[src/video_macros.svh]
`ifndef VIDEO_MACROS_SVH
`define VIDEO_MACROS_SVH

// ------------------------------
// frame geometry
// ------------------------------
`define VID_H_ACTIVE    640     // pixels per line
`define VID_V_ACTIVE    480     // lines per frame

`define VID_COORD_W     12      // one coordinate field
`define VID_PIXEL_W     24      // {line, column}

// ------------------------------
// buffering and host side
// ------------------------------
`define VID_FIFO_DEPTH  16      // line fifo entries
`define VID_FIFO_AFULL  12      // stall level for the generator
`define VID_REG_W       32      // host data width
`define VID_BEATS_W     20      // beat counter width, holds 640*480

`endif

[src/video_pkg.sv]
`include "video_macros.svh"

package video_pkg;

    // ------------------------------
    // stream beat
    // ------------------------------
    typedef struct packed {
        logic                    tuser;  // first pixel of frame
        logic                    tlast;  // last pixel of line
        logic [`VID_PIXEL_W-1:0] pixel;  // line in upper half, column in lower
    } video_beat_t;

    // pattern generator FSM
    typedef enum logic [1:0] {
        PAT_IDLE      = 2'd0,  // waiting for enable
        PAT_LINE      = 2'd1,  // emitting pixels of a line
        PAT_LINE_END  = 2'd2,  // one gap cycle per line
        PAT_FRAME_END = 2'd3   // one gap cycle per frame
    } pattern_state_e;

    // ------------------------------
    // host port
    // ------------------------------
    typedef enum logic [1:0] {
        REG_CTRL        = 2'd0,  // r/w, bit 0 enable
        REG_FRAME_COUNT = 2'd1,  // ro
        REG_FRAME_BEATS = 2'd2,  // ro
        REG_STATUS      = 2'd3   // ro
    } reg_addr_e;

    typedef struct packed {
        logic                  write;  // 1 write, 0 read
        reg_addr_e             addr;
        logic [`VID_REG_W-1:0] wdata;
    } host_cmd_t;

endpackage

[src/frame_monitor.sv]
`timescale 1ns/1ps
`include "video_macros.svh"

module frame_monitor (
    input  logic                    clk_pixel,
    input  logic                    fifo_reset,
    input  logic                    in_valid_i,
    input  video_pkg::video_beat_t  in_beat_i,
    output logic                    in_ready_o,
    output logic                    out_valid_o,
    output video_pkg::video_beat_t  out_beat_o,
    input  logic                    out_ready_i,
    output logic [15:0]             frame_count_o,       // finished frames
    output logic [`VID_BEATS_W-1:0] last_frame_beats_o,  // beats of last frame
    output logic                    frame_error_o        // sticky
);

    localparam logic [`VID_BEATS_W-1:0] full_frame =
        `VID_BEATS_W'(`VID_H_ACTIVE * `VID_V_ACTIVE);
    localparam logic [`VID_COORD_W-1:0] last_line = `VID_COORD_W'(`VID_V_ACTIVE - 1);

    logic [`VID_BEATS_W-1:0] beat_cnt_q;  // beats since last tuser
    logic [`VID_BEATS_W-1:0] beat_cnt_nx;
    logic                    take;
    logic                    frame_done;

    // ------------------------------
    // pass-through
    // ------------------------------
    assign out_valid_o = in_valid_i;
    assign out_beat_o  = in_beat_i;
    assign in_ready_o  = out_ready_i;  // combinational back to fifo pop

    assign take        = in_valid_i && out_ready_i;
    assign beat_cnt_nx = in_beat_i.tuser ? `VID_BEATS_W'(1) : beat_cnt_q + 1'b1;
    assign frame_done  = in_beat_i.tlast &&
        (in_beat_i.pixel[`VID_PIXEL_W-1 -: `VID_COORD_W] == last_line);  // last line

    // ------------------------------
    // counters
    // ------------------------------
    always_ff @(posedge clk_pixel) begin
        if (fifo_reset) begin
            beat_cnt_q         <= '0;
            frame_count_o      <= '0;
            last_frame_beats_o <= '0;
            frame_error_o      <= 1'b0;
        end else if (take) begin
            beat_cnt_q <= beat_cnt_nx;
            if (in_beat_i.tuser && (beat_cnt_q != '0) && (beat_cnt_q != full_frame)) begin
                frame_error_o <= 1'b1;  // short or long frame before this one
            end
            if (frame_done) begin
                frame_count_o      <= frame_count_o + 1'b1;
                last_frame_beats_o <= beat_cnt_nx;  // includes this beat
            end
        end
    end

    // stalled beat held steady by the fifo
    a_hold_when_stalled: assert property (@(posedge clk_pixel) disable iff (fifo_reset)
        (out_valid_o && !out_ready_i) |=> (out_valid_o && $stable(out_beat_o)));

endmodule

[src/line_fifo.sv]
`timescale 1ns/1ps
`include "video_macros.svh"

module line_fifo (
    input  logic                   clk_pixel,
    input  logic                   fifo_reset,
    input  logic                   push_i,   // write side
    input  video_pkg::video_beat_t beat_i,
    output logic                   afull_o,  // level at or above threshold
    output logic [4:0]             level_o,  // 0 .. depth
    output logic                   valid_o,  // read side
    output video_pkg::video_beat_t beat_o,
    input  logic                   ready_i
);

    localparam int ptr_w = $clog2(`VID_FIFO_DEPTH);

    video_pkg::video_beat_t mem [`VID_FIFO_DEPTH];  // circular buffer
    logic [ptr_w-1:0]       wr_ptr_q;
    logic [ptr_w-1:0]       rd_ptr_q;
    logic [4:0]             level_q;
    logic                   pop;

    assign valid_o = (level_q != '0);
    assign beat_o  = mem[rd_ptr_q];  // head of queue
    assign pop     = valid_o && ready_i;
    assign afull_o = (level_q >= 5'(`VID_FIFO_AFULL));
    assign level_o = level_q;

    // ------------------------------
    // storage
    // ------------------------------
    always_ff @(posedge clk_pixel) begin
        if (push_i) begin
            mem[wr_ptr_q] <= beat_i;
        end
    end

    // ------------------------------
    // pointers and level
    // ------------------------------
    always_ff @(posedge clk_pixel) begin
        if (fifo_reset) begin
            wr_ptr_q <= '0;
            rd_ptr_q <= '0;
            level_q  <= '0;
        end else begin
            if (push_i) begin
                wr_ptr_q <= wr_ptr_q + 1'b1;  // wraps at depth
            end
            if (pop) begin
                rd_ptr_q <= rd_ptr_q + 1'b1;
            end
            case ({push_i, pop})
                2'b10:   level_q <= level_q + 1'b1;
                2'b01:   level_q <= level_q - 1'b1;
                default: level_q <= level_q;  // none or both
            endcase
        end
    end

    // generator stall margin must keep us below depth
    a_no_push_full: assert property (@(posedge clk_pixel) disable iff (fifo_reset)
        push_i |-> (level_q < 5'(`VID_FIFO_DEPTH)));

    // level tracks the pointer distance, modulo depth
    a_level_matches_ptrs: assert property (@(posedge clk_pixel) disable iff (fifo_reset)
        (wr_ptr_q - rd_ptr_q) == level_q[ptr_w-1:0]);

endmodule

[src/pattern_gen.sv]
`timescale 1ns/1ps
`include "video_macros.svh"

module pattern_gen (
    input  logic                   clk_pixel,
    input  logic                   fifo_reset,
    input  logic                   enable_i,      // start permission, sampled in idle
    input  logic                   fifo_afull_i,  // stall from line fifo
    output video_pkg::video_beat_t beat_o,
    output logic                   push_o,        // beat_o valid this cycle
    output logic                   active_o       // frame in progress
);

    localparam logic [`VID_COORD_W-1:0] last_col  = `VID_COORD_W'(`VID_H_ACTIVE - 1);
    localparam logic [`VID_COORD_W-1:0] last_line = `VID_COORD_W'(`VID_V_ACTIVE - 1);

    video_pkg::pattern_state_e state_q;
    logic [`VID_COORD_W-1:0]   col_q;   // column of next beat
    logic [`VID_COORD_W-1:0]   line_q;  // line of next beat
    logic                      step;    // emit a beat at this edge

    assign step     = (state_q == video_pkg::PAT_LINE) && !fifo_afull_i;
    assign active_o = (state_q != video_pkg::PAT_IDLE);

    // ------------------------------
    // FSM and counters
    // ------------------------------
    always_ff @(posedge clk_pixel) begin
        if (fifo_reset) begin
            state_q <= video_pkg::PAT_IDLE;
            col_q   <= '0;
            line_q  <= '0;
            push_o  <= 1'b0;
        end else begin
            push_o <= step;  // one beat per unstalled cycle
            case (state_q)
                video_pkg::PAT_IDLE: begin
                    if (enable_i) begin
                        state_q <= video_pkg::PAT_LINE;  // new frame at (0,0)
                        col_q   <= '0;
                        line_q  <= '0;
                    end
                end
                video_pkg::PAT_LINE: begin
                    if (step) begin
                        if (col_q == last_col) begin
                            col_q   <= '0;
                            state_q <= video_pkg::PAT_LINE_END;
                        end else begin
                            col_q <= col_q + 1'b1;
                        end
                    end
                end
                video_pkg::PAT_LINE_END: begin
                    if (line_q == last_line) begin
                        line_q  <= '0;
                        state_q <= video_pkg::PAT_FRAME_END;
                    end else begin
                        line_q  <= line_q + 1'b1;
                        state_q <= video_pkg::PAT_LINE;
                    end
                end
                video_pkg::PAT_FRAME_END: begin
                    state_q <= video_pkg::PAT_IDLE;  // enable rechecked there
                end
                default: state_q <= video_pkg::PAT_IDLE;
            endcase
        end
    end

    // beat payload, built from the counters before they step
    always_ff @(posedge clk_pixel) begin
        if (step) begin
            beat_o.tuser <= (col_q == '0) && (line_q == '0);  // pixel (0,0)
            beat_o.tlast <= (col_q == last_col);               // end of line
            beat_o.pixel <= {line_q, col_q};
        end
    end

    // every line end leaves one empty cycle on the push side
    a_gap_after_line: assert property (@(posedge clk_pixel) disable iff (fifo_reset)
        (push_o && beat_o.tlast) |=> !push_o);

endmodule

[src/reg_bank.sv]
`timescale 1ns/1ps
`include "video_macros.svh"

module reg_bank (
    input  logic                    clk_pixel,
    input  logic                    fifo_reset,
    input  logic                    host_req_i,   // four-phase request
    input  video_pkg::host_cmd_t    host_cmd_i,   // stable while req high
    output logic                    host_ack_o,
    output logic [`VID_REG_W-1:0]   host_rdata_o, // valid while ack high
    output logic                    enable_o,     // REG_CTRL bit 0
    input  logic                    active_i,
    input  logic [15:0]             frame_count_i,
    input  logic [`VID_BEATS_W-1:0] last_frame_beats_i,
    input  logic                    frame_error_i,
    input  logic [4:0]              fifo_level_i
);

    logic                  ack_q;
    logic                  enable_q;
    logic [`VID_REG_W-1:0] rdata_q;
    logic [`VID_REG_W-1:0] rd_mux;  // selected read value
    logic [`VID_REG_W-1:0] status;
    logic                  strobe;  // first edge of a request

    assign strobe       = host_req_i && !ack_q;
    assign host_ack_o   = ack_q;
    assign host_rdata_o = rdata_q;
    assign enable_o     = enable_q;

    // ------------------------------
    // read-back
    // ------------------------------
    always_comb begin
        status     = '0;
        status[0]  = frame_error_i;
        status[8:4] = fifo_level_i;
        status[12] = active_i;  // generator mid-frame
    end

    always_comb begin
        case (host_cmd_i.addr)
            video_pkg::REG_CTRL:        rd_mux = `VID_REG_W'(enable_q);
            video_pkg::REG_FRAME_COUNT: rd_mux = `VID_REG_W'(frame_count_i);
            video_pkg::REG_FRAME_BEATS: rd_mux = `VID_REG_W'(last_frame_beats_i);
            video_pkg::REG_STATUS:      rd_mux = status;
            default:                    rd_mux = '0;
        endcase
    end

    // ------------------------------
    // handshake and control
    // ------------------------------
    always_ff @(posedge clk_pixel) begin
        if (fifo_reset) begin
            ack_q    <= 1'b0;
            enable_q <= 1'b0;
        end else begin
            ack_q <= host_req_i;  // rises and falls one edge after req
            if (strobe && host_cmd_i.write && (host_cmd_i.addr == video_pkg::REG_CTRL)) begin
                enable_q <= host_cmd_i.wdata[0];  // ro targets ignored
            end
        end
    end

    always_ff @(posedge clk_pixel) begin
        if (strobe && !host_cmd_i.write) begin
            rdata_q <= rd_mux;  // held for the ack phase
        end
    end

    // host keeps the command steady for the whole request
    a_cmd_stable: assert property (@(posedge clk_pixel) disable iff (fifo_reset)
        (host_req_i && $past(host_req_i)) |-> $stable(host_cmd_i));

endmodule

[src/video_top.sv]
`timescale 1ns/1ps
`include "video_macros.svh"

module video_top (
    input  logic                   clk_pixel,
    input  logic                   fifo_reset,
    input  logic                   host_req_i,
    input  video_pkg::host_cmd_t   host_cmd_i,
    output logic                   host_ack_o,
    output logic [`VID_REG_W-1:0]  host_rdata_o,
    output video_pkg::video_beat_t out_beat_o,   // pixel stream
    output logic                   out_valid_o,
    input  logic                   ready_i
);

    // ------------------------------
    // internal nets
    // ------------------------------
    logic                    pattern_enable;
    logic                    pattern_active;
    video_pkg::video_beat_t  pat_beat;      // generator to fifo
    logic                    pat_push;
    logic                    fifo_afull;
    logic [4:0]              fifo_level;
    video_pkg::video_beat_t  fifo_beat;     // fifo to monitor
    logic                    fifo_valid;
    logic                    fifo_ready;
    logic [15:0]             frame_count;
    logic [`VID_BEATS_W-1:0] last_frame_beats;
    logic                    frame_error;

    pattern_gen i_pattern_gen (
        .clk_pixel    (clk_pixel),
        .fifo_reset   (fifo_reset),
        .enable_i     (pattern_enable),
        .fifo_afull_i (fifo_afull),
        .beat_o       (pat_beat),
        .push_o       (pat_push),
        .active_o     (pattern_active)
    );

    line_fifo i_line_fifo (
        .clk_pixel  (clk_pixel),
        .fifo_reset (fifo_reset),
        .push_i     (pat_push),
        .beat_i     (pat_beat),
        .afull_o    (fifo_afull),
        .level_o    (fifo_level),
        .valid_o    (fifo_valid),
        .beat_o     (fifo_beat),
        .ready_i    (fifo_ready)
    );

    frame_monitor i_frame_monitor (
        .clk_pixel          (clk_pixel),
        .fifo_reset         (fifo_reset),
        .in_valid_i         (fifo_valid),
        .in_beat_i          (fifo_beat),
        .in_ready_o         (fifo_ready),
        .out_valid_o        (out_valid_o),
        .out_beat_o         (out_beat_o),
        .out_ready_i        (ready_i),
        .frame_count_o      (frame_count),
        .last_frame_beats_o (last_frame_beats),
        .frame_error_o      (frame_error)
    );

    reg_bank i_reg_bank (
        .clk_pixel          (clk_pixel),
        .fifo_reset         (fifo_reset),
        .host_req_i         (host_req_i),
        .host_cmd_i         (host_cmd_i),
        .host_ack_o         (host_ack_o),
        .host_rdata_o       (host_rdata_o),
        .enable_o           (pattern_enable),
        .active_i           (pattern_active),
        .frame_count_i      (frame_count),
        .last_frame_beats_i (last_frame_beats),
        .frame_error_i      (frame_error),
        .fifo_level_i       (fifo_level)
    );

endmodule
[config.mk]
export PLATFORM = sky130hd
export DESIGN_NAME = video_top
export DESIGN_NICKNAME = d
export VERILOG_FILES = /design/src/video_pkg.sv /design/src/frame_monitor.sv /design/src/line_fifo.sv /design/src/pattern_gen.sv /design/src/reg_bank.sv /design/src/video_top.sv
export VERILOG_INCLUDE_DIRS = /design/src
export SDC_FILE = /design/constraint.sdc
export NUM_CORES = 1
export LEC_CHECK = 0
export BUFFER_PORTS_ARGS = -buffer_cell sky130_fd_sc_hd__clkbuf_2
export CORE_MARGIN = 10
export CORE_UTILIZATION = 60
export DETAILED_ROUTE_END_ITERATION = 8
export PLACE_DENSITY = 0.75
export SLEW_MARGIN = 20
export SYNTH_ARGS = -nofsm -noshare
export SYNTH_HDL_FRONTEND = slang
export SYNTH_SLANG_ARGS = --single-unit
export TNS_END_PERCENT = 30
[constraint.sdc]
create_clock -name clk_pixel -period 8.1 [get_ports clk_pixel]
set_clock_uncertainty 0.15 [all_clocks]
set_input_delay 0.405 -clock clk_pixel [delete_from_list [all_inputs] [get_ports clk_pixel]]
set_output_delay 0.405 -clock clk_pixel [all_outputs]
set_load 0.01 [all_outputs]
==> impl_metrics.json <==
{
  "status": "finished, final reports clean",
  "clkTransAtPathRegs_ps": 60,
  "yosysSeqAreaShare_pct": 70.61,
  "die_w_um": 213.9,
  "cp_max_fo": 63,
  "ant_nets": 0,
  "postSynthAreaPerCell_sq_um": 16.46,
  "fin_ws_ps": 3762,
  "cp_data_required_time_ps": 7550,
  "finalSetupTns_ps": 0,
  "whs_path_depth": 2,
  "crit_buf_inv": 2,
  "antenna_found_initial": 0,
  "crit_type": "reg2out",
  "wl_um": 48520,
  "core_area_sq_um": 36870,
  "final_layout_size_suffix_gt1_share_pct": 20.36,
  "rrSetupSlack_ps": 3890,
  "cts.sinks": 565,
  "postCtsSetupRepairBufs": 0,
  "slew_violations": 0,
  "synth_cell_types": 56,
  "relSlewSlack_pct": 36.77,
  "cts_buffers": 55,
  "synthTopCellsByCount": "edfxtp_1 (462), mux4_2 (115), nor2_1 (111)",
  "hold-path-endpoint": "i_reg_bank.host_rdata_o[5]$_DFFE_PP_",
  "post_drt_wl_per_cell_um": 24.29,
  "fin_area_sq_um": 25210,
  "vdd_drop_max_uv": 161.8,
  "final.min_clock_period_ps": 4338,
  "first_global_vias": 12315,
  "first_iter_violations": 1156,
  "areaGrowthSynthToFinish_pct": 11.69,
  "ios": 99,
  "route.detailed.drc": 0,
  "vias": 12329,
  "hold_start": "host_cmd_i[32]",
  "hold_path_class": "in2reg",
  "stdcell_count": 1997,
  "async_reset_ff_share_pct": 0,
  "critPathMostFrequentCell": "mux4_2",
  "tightest_slew_ps": 948.5,
  "nNetsFinal": 1500,
  "gp_congestion": 0.8476,
  "insertion_delay_ps": 610,
  "synth_largest_area_cell": "edfxtp_1",
  "dpl-instance-area_sq_um": 23350,
  "portBuffers": 55,
  "syn_inst": 1371,
  "cap_viol_max_count": 0,
  "cts_root_buf": "clkbuf_16",
  "endpoint_kind": "primary output",
  "power.leakage_nw": 8.296,
  "worstPathArrival_ps": 3780,
  "die_area_sq_um": 45770,
  "startpoint_type": "flip-flop",
  "grt_util_all_layers_pct": 20.99,
  "power_density_nw_per_um2": 228.6,
  "postCtsResizedCells": 0,
  "ff2ff_path_depth": 8,
  "synth_edf_count": 462,
  "cp_slowest_cell": "dfxtp_4",
  "post-route-period-util_pct": 53.55,
  "synth_ff_type": "edfxtp_1",
  "start_util_pct": 61.21,
  "worstPathCellList": "buf_12 > mux4_2 > mux4_2 > clkbuf_2",
  "viasPerCell": 6.174,
  "place_inst": 1889,
  "ctsHtreeMaxLevel": 2,
  "antennaDiodeCount": 0,
  "hpwl_um": 26510,
  "drtPass1Iterations": 5,
  "setup_viol": 0,
  "synthTopCellsByArea": "edfxtp_1 (61%), mux4_2 (11%), dfxtp_1 (9.1%), nor2_1 (1.8%), mux2i_1 (1.5%)",
  "rows": 70,
  "cts_tree": "done",
  "yosysTopAreaCellShare_pct": 61.47,
  "rr_endpoint": "i_frame_monitor.beat_cnt_q[2]$_SDFFE_PP0N_",
  "rsz0062_at_grt": "false",
  "cts_buffer_depth": 3,
  "ys_ff_latch": 565,
  "grt_pass1_wl_um": 74310,
  "dp_worst_setup_slack_ps": 3848,
  "mappedNetlistArea_sq_um": 22570,
  "max_freq_mhz": 230.5,
  "hold_viol_final": 0,
  "critPathTopFamily": "multiplexers",
  "yosysMostFrequentCell": "edfxtp_1",
  "die_h_um": 213.9,
  "p_total_w": 0.005763,
  "grt_max_degree": 88,
  "critPathMaxStageDelay_ps": 950,
  "yosys_warnings": 0,
  "globalRoute.totalOverflow": 0
}
worst reg2reg max path, stage by stage, from the launching register on:
cell and delay, ps:
dfxtp_4 950, buf_12 530, mux4_2 640, mux4_2 800, nor2_1 700, nand2_1 120, nor2_1 100, a21oi_1 50
nor2_1 100
sequential cells by signal (all words and copies together) (netlist names), 2 cells and up, named ones only:
signal and flops:
i_frame_monitor.frame_count_o 16, i_line_fifo.level_o 5, i_line_fifo.mem 416, i_pattern_gen.line_q 12
i_line_fifo.wr_ptr_q 4, i_line_fifo.rd_ptr_q 4, i_frame_monitor.last_frame_beats_o 20, i_pattern_gen.beat_o 26
i_reg_bank.host_rdata_o 20, i_pattern_gen.col_q 12, i_frame_monitor.beat_cnt_q 20, i_pattern_gen.state_q 2
what timing repair did:
| item | in CTS | in global routing |
|---|---|---|
| hold buffers | 4 | 0 |
| endpoints found under the hold margin | 2 | 0 |
| endpoints found under the setup margin | 0 | 0 |
where the power goes:
part            total, W  internal [W]  switching [W]
clock network    0.00256       0.00149        0.00107
registers        0.00312       0.00311      0.0000120
logic          0.0000766     0.0000316      0.0000450
total            0.00576       0.00464        0.00113
worst max path at each step:
stage	slack [ps]	cells past startpoint	startpoint	endpoint
5_1_grt	3500	4	flip-flop	out_beat_o[25]
6_report	3760	4	flip-flop	out_beat_o[25]
4_1_cts	3660	4	flip-flop	out_beat_o[25]
3_5_place_dp	3850	8	flip-flop	i_frame_monitor.beat_cnt_q[12]$_SDFFE_PP0N_
2_1_floorplan	4880	7	flip-flop	out_beat_o[0]
3_3_place_gp	3830	8	flip-flop	i_frame_monitor.beat_cnt_q[12]$_SDFFE_PP0N_
metrics by stage:
step           hold WS (ps)  utilization [%]
2_1_floorplan         281.7                -
3_3_place_gp          307.3            63.32
3_5_place_dp          319.5            63.32
4_1_cts               133.4            68.36
5_1_grt               183.8            68.36
6_report              162.5            68.36
layer usage:
metal | track usage, % | vias to the layer above | wire (um)
met5 | 0 | - | 0
met4 | 6.665 | 0 | 1217
met3 | 4.255 | 87 | 4214
met2 | 33.62 | 546 | 23710
met1 | 28.54 | 6245 | 19370
li1 | - | 5451 | -
placed cells by master (no fill, tap or decap), drive strengths merged, types with 4 or more instances in the layout:
| cell | instances |
|---|---|
| a22oi | 23 |
| nand2 | 77 |
| and2 | 25 |
| buf | 29 |
| a22o | 14 |
| nand3 | 24 |
| clkbuf | 128 |
| or3 | 16 |
| bufinv | 6 |
| o21ai | 33 |
| edfxtp | 462 |
| and3 | 16 |
| nor2 | 111 |
| mux2 | 4 |
| mux4 | 115 |
| nor2b | 14 |
| conb | 12 |
| mux2i | 33 |
| nor4 | 10 |
| xnor2 | 14 |
| a21o | 4 |
| o31ai | 4 |
| inv | 20 |
| nor3 | 13 |
| or4 | 7 |
| dfxtp | 103 |
| nand4 | 19 |
| xor2 | 26 |
| dlygate4sd3 | 4 |
| clkinv | 22 |
| ha | 15 |
| a21oi | 56 |
cell type report:
type / count / area [sq um]
Clock buffer: 73 / 1495
Clock inverter: 31 / 324.1
Fill cell: 2406 / 11660
Inverter: 19 / 71.32
Multi-Input combinational cell: 717 / 6198
Sequential cell: 565 / 15940
Tap cell: 504 / 630.6
Timing Repair Buffer: 88 / 545.5
logic make-up (layout without fill, tap and decap cells):
logic type / count (synthesis) / count (layout) / synth area share, %
simple gates: 348 / 348 / 7.578
buf+inv: 100 / 211 / 2.118
other cells: 1 / 12 / 0.01662
flops: 565 / 565 / 70.61
fa+ha+maj: 15 / 15 / 0.8316
xor+xnor: 40 / 40 / 1.552
mux: 152 / 152 / 13.14
compound gates: 150 / 150 / 4.158
(Power assumes the default switching activity.)
